<file path="config.mk">
export PLATFORM = sky130hd
export DESIGN_NAME = rom_slots
export DESIGN_NICKNAME = d
export VERILOG_FILES = /design/src/rtl/rom_pkg.sv /design/src/rtl/rom_req_if.sv /design/src/rtl/rom_slot_cache.sv /design/src/rtl/rom_slot_arbiter.sv /design/src/rtl/rom_slots.sv
export VERILOG_INCLUDE_DIRS = /design/src /design/src/include
export SDC_FILE = /design/constraint.sdc
export NUM_CORES = 1
export LEC_CHECK = 0
export BUFFER_PORTS_ARGS = -buffer_cell sky130_fd_sc_hd__buf_2
export CORE_MARGIN = 2
export CORE_UTILIZATION = 61
export DETAILED_ROUTE_END_ITERATION = 6
export GPL_TIMING_DRIVEN = 0
export HOLD_SLACK_MARGIN = 0.12
export PLACE_DENSITY = 0.91
export SYNTH_ARGS = -nofsm -noshare
export SYNTH_HDL_FRONTEND = slang
export SYNTH_SLANG_ARGS = --single-unit
</file>
<file path="constraint.sdc">
create_clock -name clk -period 7.45 [get_ports clk]
set_input_delay 0 -clock clk [delete_from_list [all_inputs] [get_ports clk]]
set_output_delay 0 -clock clk [all_outputs]
set_load 0.1 [all_outputs]
</file>
<file path="src/include/rom_cfg.svh">
`ifndef ROM_CFG_SVH
`define ROM_CFG_SVH

// SDRAM word address width, 16-bit words
`define ROM_SDRAM_AW 22

// client address widths
`define ROM_SLOT0_AW 12
`define ROM_SLOT1_AW 12
`define ROM_SLOT2_AW 10

// client data widths
`define ROM_SLOT0_DW 8
`define ROM_SLOT1_DW 16
`define ROM_SLOT2_DW 32

// start of each slot region, in SDRAM words
`define ROM_SLOT0_OFFSET 22'h00_0000
`define ROM_SLOT1_OFFSET 22'h01_0000
`define ROM_SLOT2_OFFSET 22'h02_0000

`endif

</file>
<file path="src/rtl/rom_pkg.sv">
`include "rom_cfg.svh"

package rom_pkg;

    // word address into the SDRAM
    typedef logic [`ROM_SDRAM_AW-1:0] sdram_addr_t;

    // two consecutive 16-bit words, lower address in bits 15:0
    typedef logic [31:0] sdram_word_t;

    // arbiter FSM
    typedef enum logic [1:0] {
        ARB_IDLE,
        ARB_WAIT_ACK,
        ARB_WAIT_DATA
    } arb_state_t;

endpackage

</file>
<file path="src/rtl/rom_req_if.sv">
`timescale 1ns/100ps

interface rom_req_if;

    // miss request from the slot
    logic                 req;
    rom_pkg::sdram_addr_t addr;

    // arbiter side
    logic                 grant;
    rom_pkg::sdram_word_t data;
    logic                 data_ok;

    modport cache (
        output req,
        output addr,
        input  grant,
        input  data,
        input  data_ok
    );

    modport arbiter (
        input  req,
        input  addr,
        output grant,
        output data,
        output data_ok
    );

endinterface

</file>
<file path="src/rtl/rom_slot_cache.sv">
`timescale 1ns/100ps

module rom_slot_cache #(
    parameter int                   AW     = 12,
    parameter int                   DW     = 8,
    parameter rom_pkg::sdram_addr_t OFFSET = '0
) (
    input  logic          clk,
    input  logic          rst,
    input  logic          cs,
    input  logic [AW-1:0] addr,
    output logic [DW-1:0] dout,
    output logic          ok,
    rom_req_if.cache      bus
);

    localparam int SAW = $bits(rom_pkg::sdram_addr_t);

    rom_pkg::sdram_addr_t word_addr;
    rom_pkg::sdram_addr_t word_diff;
    rom_pkg::sdram_addr_t tag;
    rom_pkg::sdram_addr_t req_addr;
    rom_pkg::sdram_word_t line;
    logic                 valid;
    logic                 in_line;
    logic                 hit;
    logic                 req_q;
    logic                 ok_q;
    logic [AW-1:0]        addr_q;
    logic [DW-1:0]        lane_data;
    logic [DW-1:0]        dout_q;
    logic                 fill;

    // client address scaled to 16-bit words, then moved into the slot region
    generate
        if (DW == 32) begin : g_addr32
            assign word_addr = {{(SAW-AW-1){1'b0}}, addr, 1'b0} + OFFSET;
        end else if (DW == 16) begin : g_addr16
            assign word_addr = {{(SAW-AW){1'b0}}, addr} + OFFSET;
        end else begin : g_addr8
            assign word_addr = {{(SAW-AW+1){1'b0}}, addr[AW-1:1]} + OFFSET;
        end
    endgenerate

    // line covers tag and tag+1, a 32-bit read needs both
    assign word_diff = word_addr - tag;
    assign in_line   = (DW == 32) ? (word_diff == '0) : (word_diff[SAW-1:1] == '0);
    assign hit       = valid && in_line;

    // little-endian lane select out of the cached line
    generate
        if (DW == 32) begin : g_lane32
            assign lane_data = line;
        end else if (DW == 16) begin : g_lane16
            assign lane_data = word_diff[0] ? line[31:16] : line[15:0];
        end else begin : g_lane8
            logic [15:0] half;

            assign half      = word_diff[0] ? line[31:16] : line[15:0];
            assign lane_data = addr[0] ? half[15:8] : half[7:0];
        end
    endgenerate

    assign fill = bus.grant && bus.data_ok;

    always_ff @(posedge clk or posedge rst) begin
        if (rst) begin
            valid <= 1'b0;
            req_q <= 1'b0;
            ok_q  <= 1'b0;
        end else begin
            ok_q <= cs && hit;
            if (fill) begin
                valid <= 1'b1;
                req_q <= 1'b0;
            end else if (!req_q) begin
                req_q <= cs && !hit;
            end
        end
    end

    always_ff @(posedge clk) begin
        addr_q <= addr;
        dout_q <= lane_data;
        // request address frozen while the miss is pending
        if (!req_q) begin
            req_addr <= word_addr;
        end
        if (fill) begin
            line <= bus.data;
            tag  <= req_addr;
        end
    end

    // a changed address invalidates the registered result
    assign ok   = cs && ok_q && (addr == addr_q);
    assign dout = dout_q;

    assign bus.req  = req_q;
    assign bus.addr = req_addr;

endmodule

</file>
<file path="src/rtl/rom_slot_arbiter.sv">
`timescale 1ns/100ps

module rom_slot_arbiter (
    input  logic                 clk,
    input  logic                 rst,
    rom_req_if.arbiter           slot0,
    rom_req_if.arbiter           slot1,
    rom_req_if.arbiter           slot2,
    output logic                 sdram_req,
    output rom_pkg::sdram_addr_t sdram_addr,
    input  logic                 sdram_ack,
    input  logic                 data_rdy,
    input  rom_pkg::sdram_word_t data_read
);

    rom_pkg::arb_state_t  state;
    rom_pkg::sdram_addr_t sel_addr;
    logic [2:0]           req_vec;
    logic [2:0]           grant_vec;
    logic [2:0]           active;
    logic [2:0]           sel;
    logic [2:0]           ok_vec;
    logic                 done;
    logic                 launch;

    assign req_vec = {slot2.req, slot1.req, slot0.req};
    // a granted slot keeps req high until its data is back
    assign active  = req_vec & ~grant_vec;

    // slot 0 wins
    always_comb begin
        sel      = 3'b000;
        sel_addr = slot2.addr;
        if (active[0]) begin
            sel      = 3'b001;
            sel_addr = slot0.addr;
        end else if (active[1]) begin
            sel      = 3'b010;
            sel_addr = slot1.addr;
        end else if (active[2]) begin
            sel      = 3'b100;
            sel_addr = slot2.addr;
        end
    end

    assign done   = (state == rom_pkg::ARB_WAIT_DATA) && data_rdy;
    // next read can start in the same cycle the previous data lands
    assign launch = |active && ((state == rom_pkg::ARB_IDLE) || done);

    always_ff @(posedge clk or posedge rst) begin
        if (rst) begin
            state     <= rom_pkg::ARB_IDLE;
            sdram_req <= 1'b0;
            grant_vec <= 3'b000;
        end else begin
            if (state == rom_pkg::ARB_WAIT_ACK && sdram_ack) begin
                sdram_req <= 1'b0;
                state     <= rom_pkg::ARB_WAIT_DATA;
            end
            if (launch) begin
                sdram_req <= 1'b1;
                grant_vec <= sel;
                state     <= rom_pkg::ARB_WAIT_ACK;
            end else if (done) begin
                grant_vec <= 3'b000;
                state     <= rom_pkg::ARB_IDLE;
            end
        end
    end

    always_ff @(posedge clk) begin
        if (launch) begin
            sdram_addr <= sel_addr;
        end
    end

    assign ok_vec = grant_vec & {3{done}};

    assign slot0.grant   = grant_vec[0];
    assign slot1.grant   = grant_vec[1];
    assign slot2.grant   = grant_vec[2];
    assign slot0.data_ok = ok_vec[0];
    assign slot1.data_ok = ok_vec[1];
    assign slot2.data_ok = ok_vec[2];

    // every slot sees the word, only the granted one stores it
    assign slot0.data = data_read;
    assign slot1.data = data_read;
    assign slot2.data = data_read;

endmodule

</file>
<file path="src/rtl/rom_slots.sv">
`timescale 1ns/100ps
`include "rom_cfg.svh"

module rom_slots (
    input  logic                     clk,
    input  logic                     rst,

    input  logic                     slot0_cs,
    input  logic [`ROM_SLOT0_AW-1:0] slot0_addr,
    output logic [`ROM_SLOT0_DW-1:0] slot0_dout,
    output logic                     slot0_ok,

    input  logic                     slot1_cs,
    input  logic [`ROM_SLOT1_AW-1:0] slot1_addr,
    output logic [`ROM_SLOT1_DW-1:0] slot1_dout,
    output logic                     slot1_ok,

    input  logic                     slot2_cs,
    input  logic [`ROM_SLOT2_AW-1:0] slot2_addr,
    output logic [`ROM_SLOT2_DW-1:0] slot2_dout,
    output logic                     slot2_ok,

    // SDRAM controller read port
    output logic                     sdram_req,
    output logic [`ROM_SDRAM_AW-1:0] sdram_addr,
    input  logic                     sdram_ack,
    input  logic                     data_rdy,
    input  logic [31:0]              data_read
);

    rom_req_if slot0_bus ();
    rom_req_if slot1_bus ();
    rom_req_if slot2_bus ();

    // slot 0 has the highest priority
    rom_slot_cache #(
        .AW     (`ROM_SLOT0_AW),
        .DW     (`ROM_SLOT0_DW),
        .OFFSET (`ROM_SLOT0_OFFSET)
    ) u_slot0 (
        .clk  (clk),
        .rst  (rst),
        .cs   (slot0_cs),
        .addr (slot0_addr),
        .dout (slot0_dout),
        .ok   (slot0_ok),
        .bus  (slot0_bus.cache)
    );

    rom_slot_cache #(
        .AW     (`ROM_SLOT1_AW),
        .DW     (`ROM_SLOT1_DW),
        .OFFSET (`ROM_SLOT1_OFFSET)
    ) u_slot1 (
        .clk  (clk),
        .rst  (rst),
        .cs   (slot1_cs),
        .addr (slot1_addr),
        .dout (slot1_dout),
        .ok   (slot1_ok),
        .bus  (slot1_bus.cache)
    );

    rom_slot_cache #(
        .AW     (`ROM_SLOT2_AW),
        .DW     (`ROM_SLOT2_DW),
        .OFFSET (`ROM_SLOT2_OFFSET)
    ) u_slot2 (
        .clk  (clk),
        .rst  (rst),
        .cs   (slot2_cs),
        .addr (slot2_addr),
        .dout (slot2_dout),
        .ok   (slot2_ok),
        .bus  (slot2_bus.cache)
    );

    rom_slot_arbiter u_arbiter (
        .clk        (clk),
        .rst        (rst),
        .slot0      (slot0_bus.arbiter),
        .slot1      (slot1_bus.arbiter),
        .slot2      (slot2_bus.arbiter),
        .sdram_req  (sdram_req),
        .sdram_addr (sdram_addr),
        .sdram_ack  (sdram_ack),
        .data_rdy   (data_rdy),
        .data_read  (data_read)
    );

endmodule

</file>
Word level (Yosys, flattened, before mapping)
Cells that the tools add are included.
- register bits after elaboration: 333
- input bits: 73
- output and inout bits: 82
- word-level logic and storage cells: 96
- add/sub/neg operators: 5
- eq/ne operators: 5
- multiplexer cells: 21
- bitwise operators: 3
- reduce and logical (&&, ||, !) cells: 33
- operator list (operator ; count):
    $sub A22 B22 Y22 ; 2
    $logic_not A21 Y1 ; 2
    $mux W16 ; 2
    $eq A12 B12 Y1 ; 2
    $logic_not A22 Y1 ; 1
    $mux W22 ; 1
    $logic_and A1 B1 Y1 ; 21
    $add A11 B18 Y19 const B ; 1
    $add A12 B17 Y18 const B ; 1
    $mux W3 ; 5
    $sub A11 B11 Y12 ; 1
    $mux W11 ; 1
    $eq A10 B10 Y1 ; 1
    $mux W1 ; 8
    $mux W8 ; 1
    $and A3 B3 Y3 ; 2
    $mux W2 ; 3
    $reduce_bool A2 Y1 ; 2
    $logic_not A1 Y1 ; 3
    $not A3 Y3 ; 1
    $reduce_bool A3 Y1 ; 1
    $reduce_or A3 Y1 ; 1
    $eq A2 B1 Y1 const B ; 1
    $eq A2 B2 Y1 const B ; 1
    2 further kinds ; 2

Logic depth before layout (Yosys ltp)
- word-level depth: 8
- mapped depth: 10
- mapped depth without buffers: 10

By module
Synthesis repeated with hierarchy kept, for this count alone.
- cell total of the unflattened synthesis: 897
- area, all modules: 12254.3 µm²
- modules (own cells, without submodules) (module ; instances ; cells an instance ; area each (µm²) ; sequential area each (µm²)):
    rom_slot_cache at u_slot1 ; 1 ; 253 ; 3589.7 ; 2317.2
    rom_slot_cache at u_slot2 ; 1 ; 200 ; 3224.3 ; 2477.4
    rom_slot_cache at u_slot0 ; 1 ; 212 ; 3203.1 ; 2097.0
    rom_slot_arbiter ; 1 ; 232 ; 2237.1 ; 810.8

Worst setup path before layout
Ideal clock, no wire load.
- path kind: flip-flop to output port
- from: reg u_slot2.addr_q[5]
- to: out slot2_ok
- data arrival time: 3.787 ns
- required time: 7.450 ns
- path slack: 3.663 ns
- cell stages (with the launch flop): 5
- buffers on the path: 0
- path through: dfxtp_1 -> xnor2_1 -> nand3_1 -> or4_1 -> nor4_1
- longest elaborated chain between the ends: 2
- ends and longest elaborated chain (element ; line ; RTL):
    start, declared ; rom_slot_cache.sv:29 ; logic [AW-1:0] addr_q;
    start signal, assigned ; rom_slot_cache.sv:83 ; addr_q <= addr;
    $eq A10 B10 Y1 ; rom_slot_cache.sv:96 ; assign ok = cs && ok_q && (addr == addr_q);
    $logic_and A1 B1 Y1 ; rom_slot_cache.sv:96 ;
    end, declared ; rom_slots.sv:21 ; output logic slot2_ok,
Every way passes these cells.

Worst setup path after layout
- from: reg u_slot0.req_q (netlist: u_slot0.bus.req)
- to: reg u_arbiter.grant_vec[1]
- longest elaborated chain between the ends: 4
- elaborated cells between the ends (all ways): 6
- classes of those cells: mux (2); bitwise (1); reduce/logical (3)
- ends and longest elaborated chain (element ; line ; RTL):
    start, declared ; rom_slot_cache.sv:27 ; logic req_q;
    start signal, assigned ; rom_slot_cache.sv:77 ; req_q <= cs && !hit;
    $and A3 B3 Y3 * ; rom_slot_arbiter.sv:28 ; assign active = req_vec & ~grant_vec;
    $reduce_or A3 Y1 * ; rom_slot_arbiter.sv:48 ; assign launch = |active && ((state == rom_pkg::ARB_IDLE) || done);
    $logic_and A1 B1 Y1 * ; rom_slot_arbiter.sv:48 ;
    via u_arbiter.launch ; rom_slot_arbiter.sv:24 ; logic launch;
    $mux W3 or $reduce_bool A2 Y1 (tied branches) ; - ;
    end signal, assigned ; rom_slot_arbiter.sv:62 ; grant_vec <= sel;
    end, declared ; rom_slot_arbiter.sv:19 ; logic [2:0] grant_vec;
Mark *: on every way through the listed nets, which the timed path passes. The rest lies on a longest branch.
A chain may end at the register's enable or synchronous reset.

==> out/results.txt <==
Worst Hold Path Cells = 2
Tmin final = 2.60 ns
Cell mode on critical path = nor2_1
Slowest CP cell = a21boi_2
CP max stage delay = 0.82 ns
Vias in the first global route = 6,998
Crit path depth = 7
Critical-path cell list = inv_1 -> nor2_1 -> nor2_1 -> a21boi_2 -> nor2b_1 -> o22ai_1 -> a2bb2oi_1
CP arrival = 3.01 ns
# H-tree levels = 1
Grt ovf = 0
Drt first-iter violations = 495
Number of port buffers = 146
Final Skew = 0.0197 ns
Die Ht = 135 um
Die Width = 135 um
Top delay family on crit path = compound AO/OA/AOI/OAI gates
Initial DRT Pass Iterations = 5
CTS root buffer = clkbuf_16
Via count = 6,778
Total GRT Usage = 0.285
Setup TNS = 0 ns
Layout cells sized above 1 = 0.248
Count of clock tree sinks = 281
Crit. Startpoint = u_slot0.bus.req
Max Slew Vio Count = 0
Hold Fails Final Rpt = 0
Initial Util = 0.628
Tcrit/Tclk final = 0.348
CTS tree = done
Most used flip-flop cell after synthesis = edfxtp_1
Final core occ = 0.791
Vias per cell = 5.64
CTS Buf Count = 27
PwrDens = 320 mW/mm2
CP Class = register to register
Post-Syn Area = 0.0105 mm2
Antenna cell count = 0
FF-to-FF End = u_arbiter.grant_vec[1]
NumNets Final = 1,068
Slew headroom = 0.333
Static Leakage = 5.32 nW
Hold_sp = slot0_addr[0]
Synthesis-to-layout area growth = 26.0%
Status = finished, final reports clean
IO Count = 155
CP Capture Type = register
M1 GR Usage = 0.336
Routed WL = 25.6 mm
Post-synthesis sequential area ratio = 0.711
Critical path buffer and inverter count = 1
CP Launch Type = register
Worst setup path end = u_arbiter.grant_vec[1]
Count of non-filler cells in the finished layout = 1,201
Core Box Area = 0.0167 mm2
Final setup violation count = 0
Gr busiest metal = met2
Share of the synthesized area in the top cell type = 0.504
Postcts setup bufs = 0
Peak VDD IR = 0.000241 V
Worst R2R Path Depth = 7
Synthesized instance count = 704
Hpwl dp = 15.0 mm
Fmax = 0.385 GHz
Number of placed instances, taps included = 1,079
Rows = 47
Met3 Use GR = 0.0423
First-pass GRT wire length = 38.9 mm
Reg-to-Reg Start = u_slot0.bus.req
WL/cell = 21.3 um
RSZ-0062 raised after global routing = false
Initial antenna violation count = 0
Synth area leaders = edfxtp_1, dfxtp_1, ha_1
Number of max-cap violations = 0
Met2 Track Usage GR = 0.529
Register bit total from synthesis = 281
Crit Path Max Fanout = 17
Reg2reg setup slack = 4.85 ns
Worst-Skew Late Latency = 0.55 ns
Critical Path RT = 7.87 ns
Synthesis Warnings = 0
Post-detailed-route count of antenna-violating nets = 0
Worst Hold Class = input port to register
Clock Path Buffers = 3
Worst slew pin tran = 1.00 ns
Filler Cells Inserted = 878
GPL Wtd Cong = 0.923
Largest net degree at the start of global routing = 44
Total Die Area = 0.0183 mm2
Synth unique cells = 65
Clock-pin slew on the worst setup and hold paths = 0.07 ns
Drc violations = 0
Post-synth EDFFs = 176
Post-synth top area cell = edfxtp_1
Average size of a mapped cell = 14.9 um2
Fraction of registers with async set/reset = 0.0534
## Yosys cell counts, types with 8 or more instances
cell type,count
edfxtp_1,176
dfxtp_1,90
inv_1,53
nand2_1,36
ha_1,33
xnor2_1,33
o21ai_0,29
nor2_1,28
a21oi_1,20
mux2_2,16
dfrtp_1,15
mux2i_1,12
nand3_1,10
o21a_1,10
xor2_1,9
buf_4,8
mux4_2,8
nor2b_1,8
## area by class of cell
class / instances / area, um2 / area share
multi-input cells: 360 / 2770 / 0.209
well taps: 220 / 275 / 0.0208
repair buffers: 220 / 1490 / 0.113
flip-flops and latches: 281 / 7460 / 0.565
plain buffers: 17 / 96.3 / 0.00729
inverters: 53 / 199 / 0.0151
clock buffers: 38 / 787 / 0.0595
clock inverters: 12 / 139 / 0.0105
## per-stage QoR
step                area [um2]  setup WS [ns]  power (mW)  hold WS (ns)
floorplan                10500           3.66        2.60       -0.0985
global placement         11500           3.94        2.77         0.141
detailed placement       11600           4.94        2.80         0.141
CTS                      13200           4.91        4.20         0.150
global route             13200           4.58        4.36         0.157
finish                   13200           4.85        4.24         0.155
## power breakdown
part / switching [mW] / total (mW) / internal, mW
registers: 0.0653 / 1.90 / 1.83
clock network: 0.592 / 1.41 / 0.813
logic: 0.708 / 0.934 / 0.225
## placed cells by master (no fill, tap or decap), drive strengths merged, types with 9 or more instances in the layout
| cell type | count |
|---|---|
| inv | 55 |
| mux2i | 12 |
| xor2 | 9 |
| a21oi | 22 |
| nor2 | 28 |
| clkbuf | 45 |
| edfxtp | 176 |
| nand3 | 10 |
| ha | 33 |
| dlygate4sd3 | 72 |
| o21a | 10 |
| buf | 158 |
| mux2 | 16 |
| dfrtp | 15 |
| xnor2 | 33 |
| nand2 | 36 |
| o21ai | 30 |
| dfxtp | 90 |
## flip-flops by register name, indices dropped and copies added, names as in the netlist, 2 cells and up
| name | flops |
|---|---|
| u_slot2.lane_data | 32 |
| u_slot1.line | 32 |
| u_slot0.tag | 11 |
| u_slot0.dout | 8 |
| u_slot1.addr_q | 12 |
| u_slot0.addr_q | 12 |
| u_arbiter.sdram_addr | 14 |
| u_slot2.dout | 32 |
| u_slot2.bus.addr | 10 |
| u_slot2.addr_q | 10 |
| u_slot0.line | 32 |
| u_slot1.bus.addr | 12 |
| u_slot2.tag | 10 |
| u_arbiter.grant_vec | 3 |
| u_slot0.bus.addr | 11 |
| u_slot1.tag | 12 |
| u_arbiter.state | 2 |
| u_slot1.dout | 16 |
## routing by layer
layer  vias to the layer above  routed length (um)
met5                         -                   0
met4                         0                 915
met3                        69                1660
met2                       343               13600
met1                      3286                9390
li1                       3080                   -
## how the worst min path moves through the flow
stage / end / slack [ns]
after floorplan: u_arbiter.grant_vec[0] / -0.1
after global placement: u_slot0.addr_q[0] / 0.14
after detailed placement: u_slot0.addr_q[0] / 0.14
after CTS: u_slot0.addr_q[0] / 0.15
after global routing: u_slot0.addr_q[0] / 0.16
final: u_slot0.addr_q[0] / 0.16
## timing repair
action / CTS / global route
resized for setup: 0 / 0
endpoints found under the hold margin: 192 / 0
hold buffers: 72 / 0
## cells by family after synthesis
kind of cell	synth area share
and+or+nand+nor	0.0640
AOI/OAI and AO/OA	0.0724
buffers and inverters	0.0281
other	0.000357
adders and majority gates	0.0432
xor gates and xnor gates	0.0351
muxes	0.0458
DFF	0.711
Note: power is estimated with default switching activity, not from simulation.
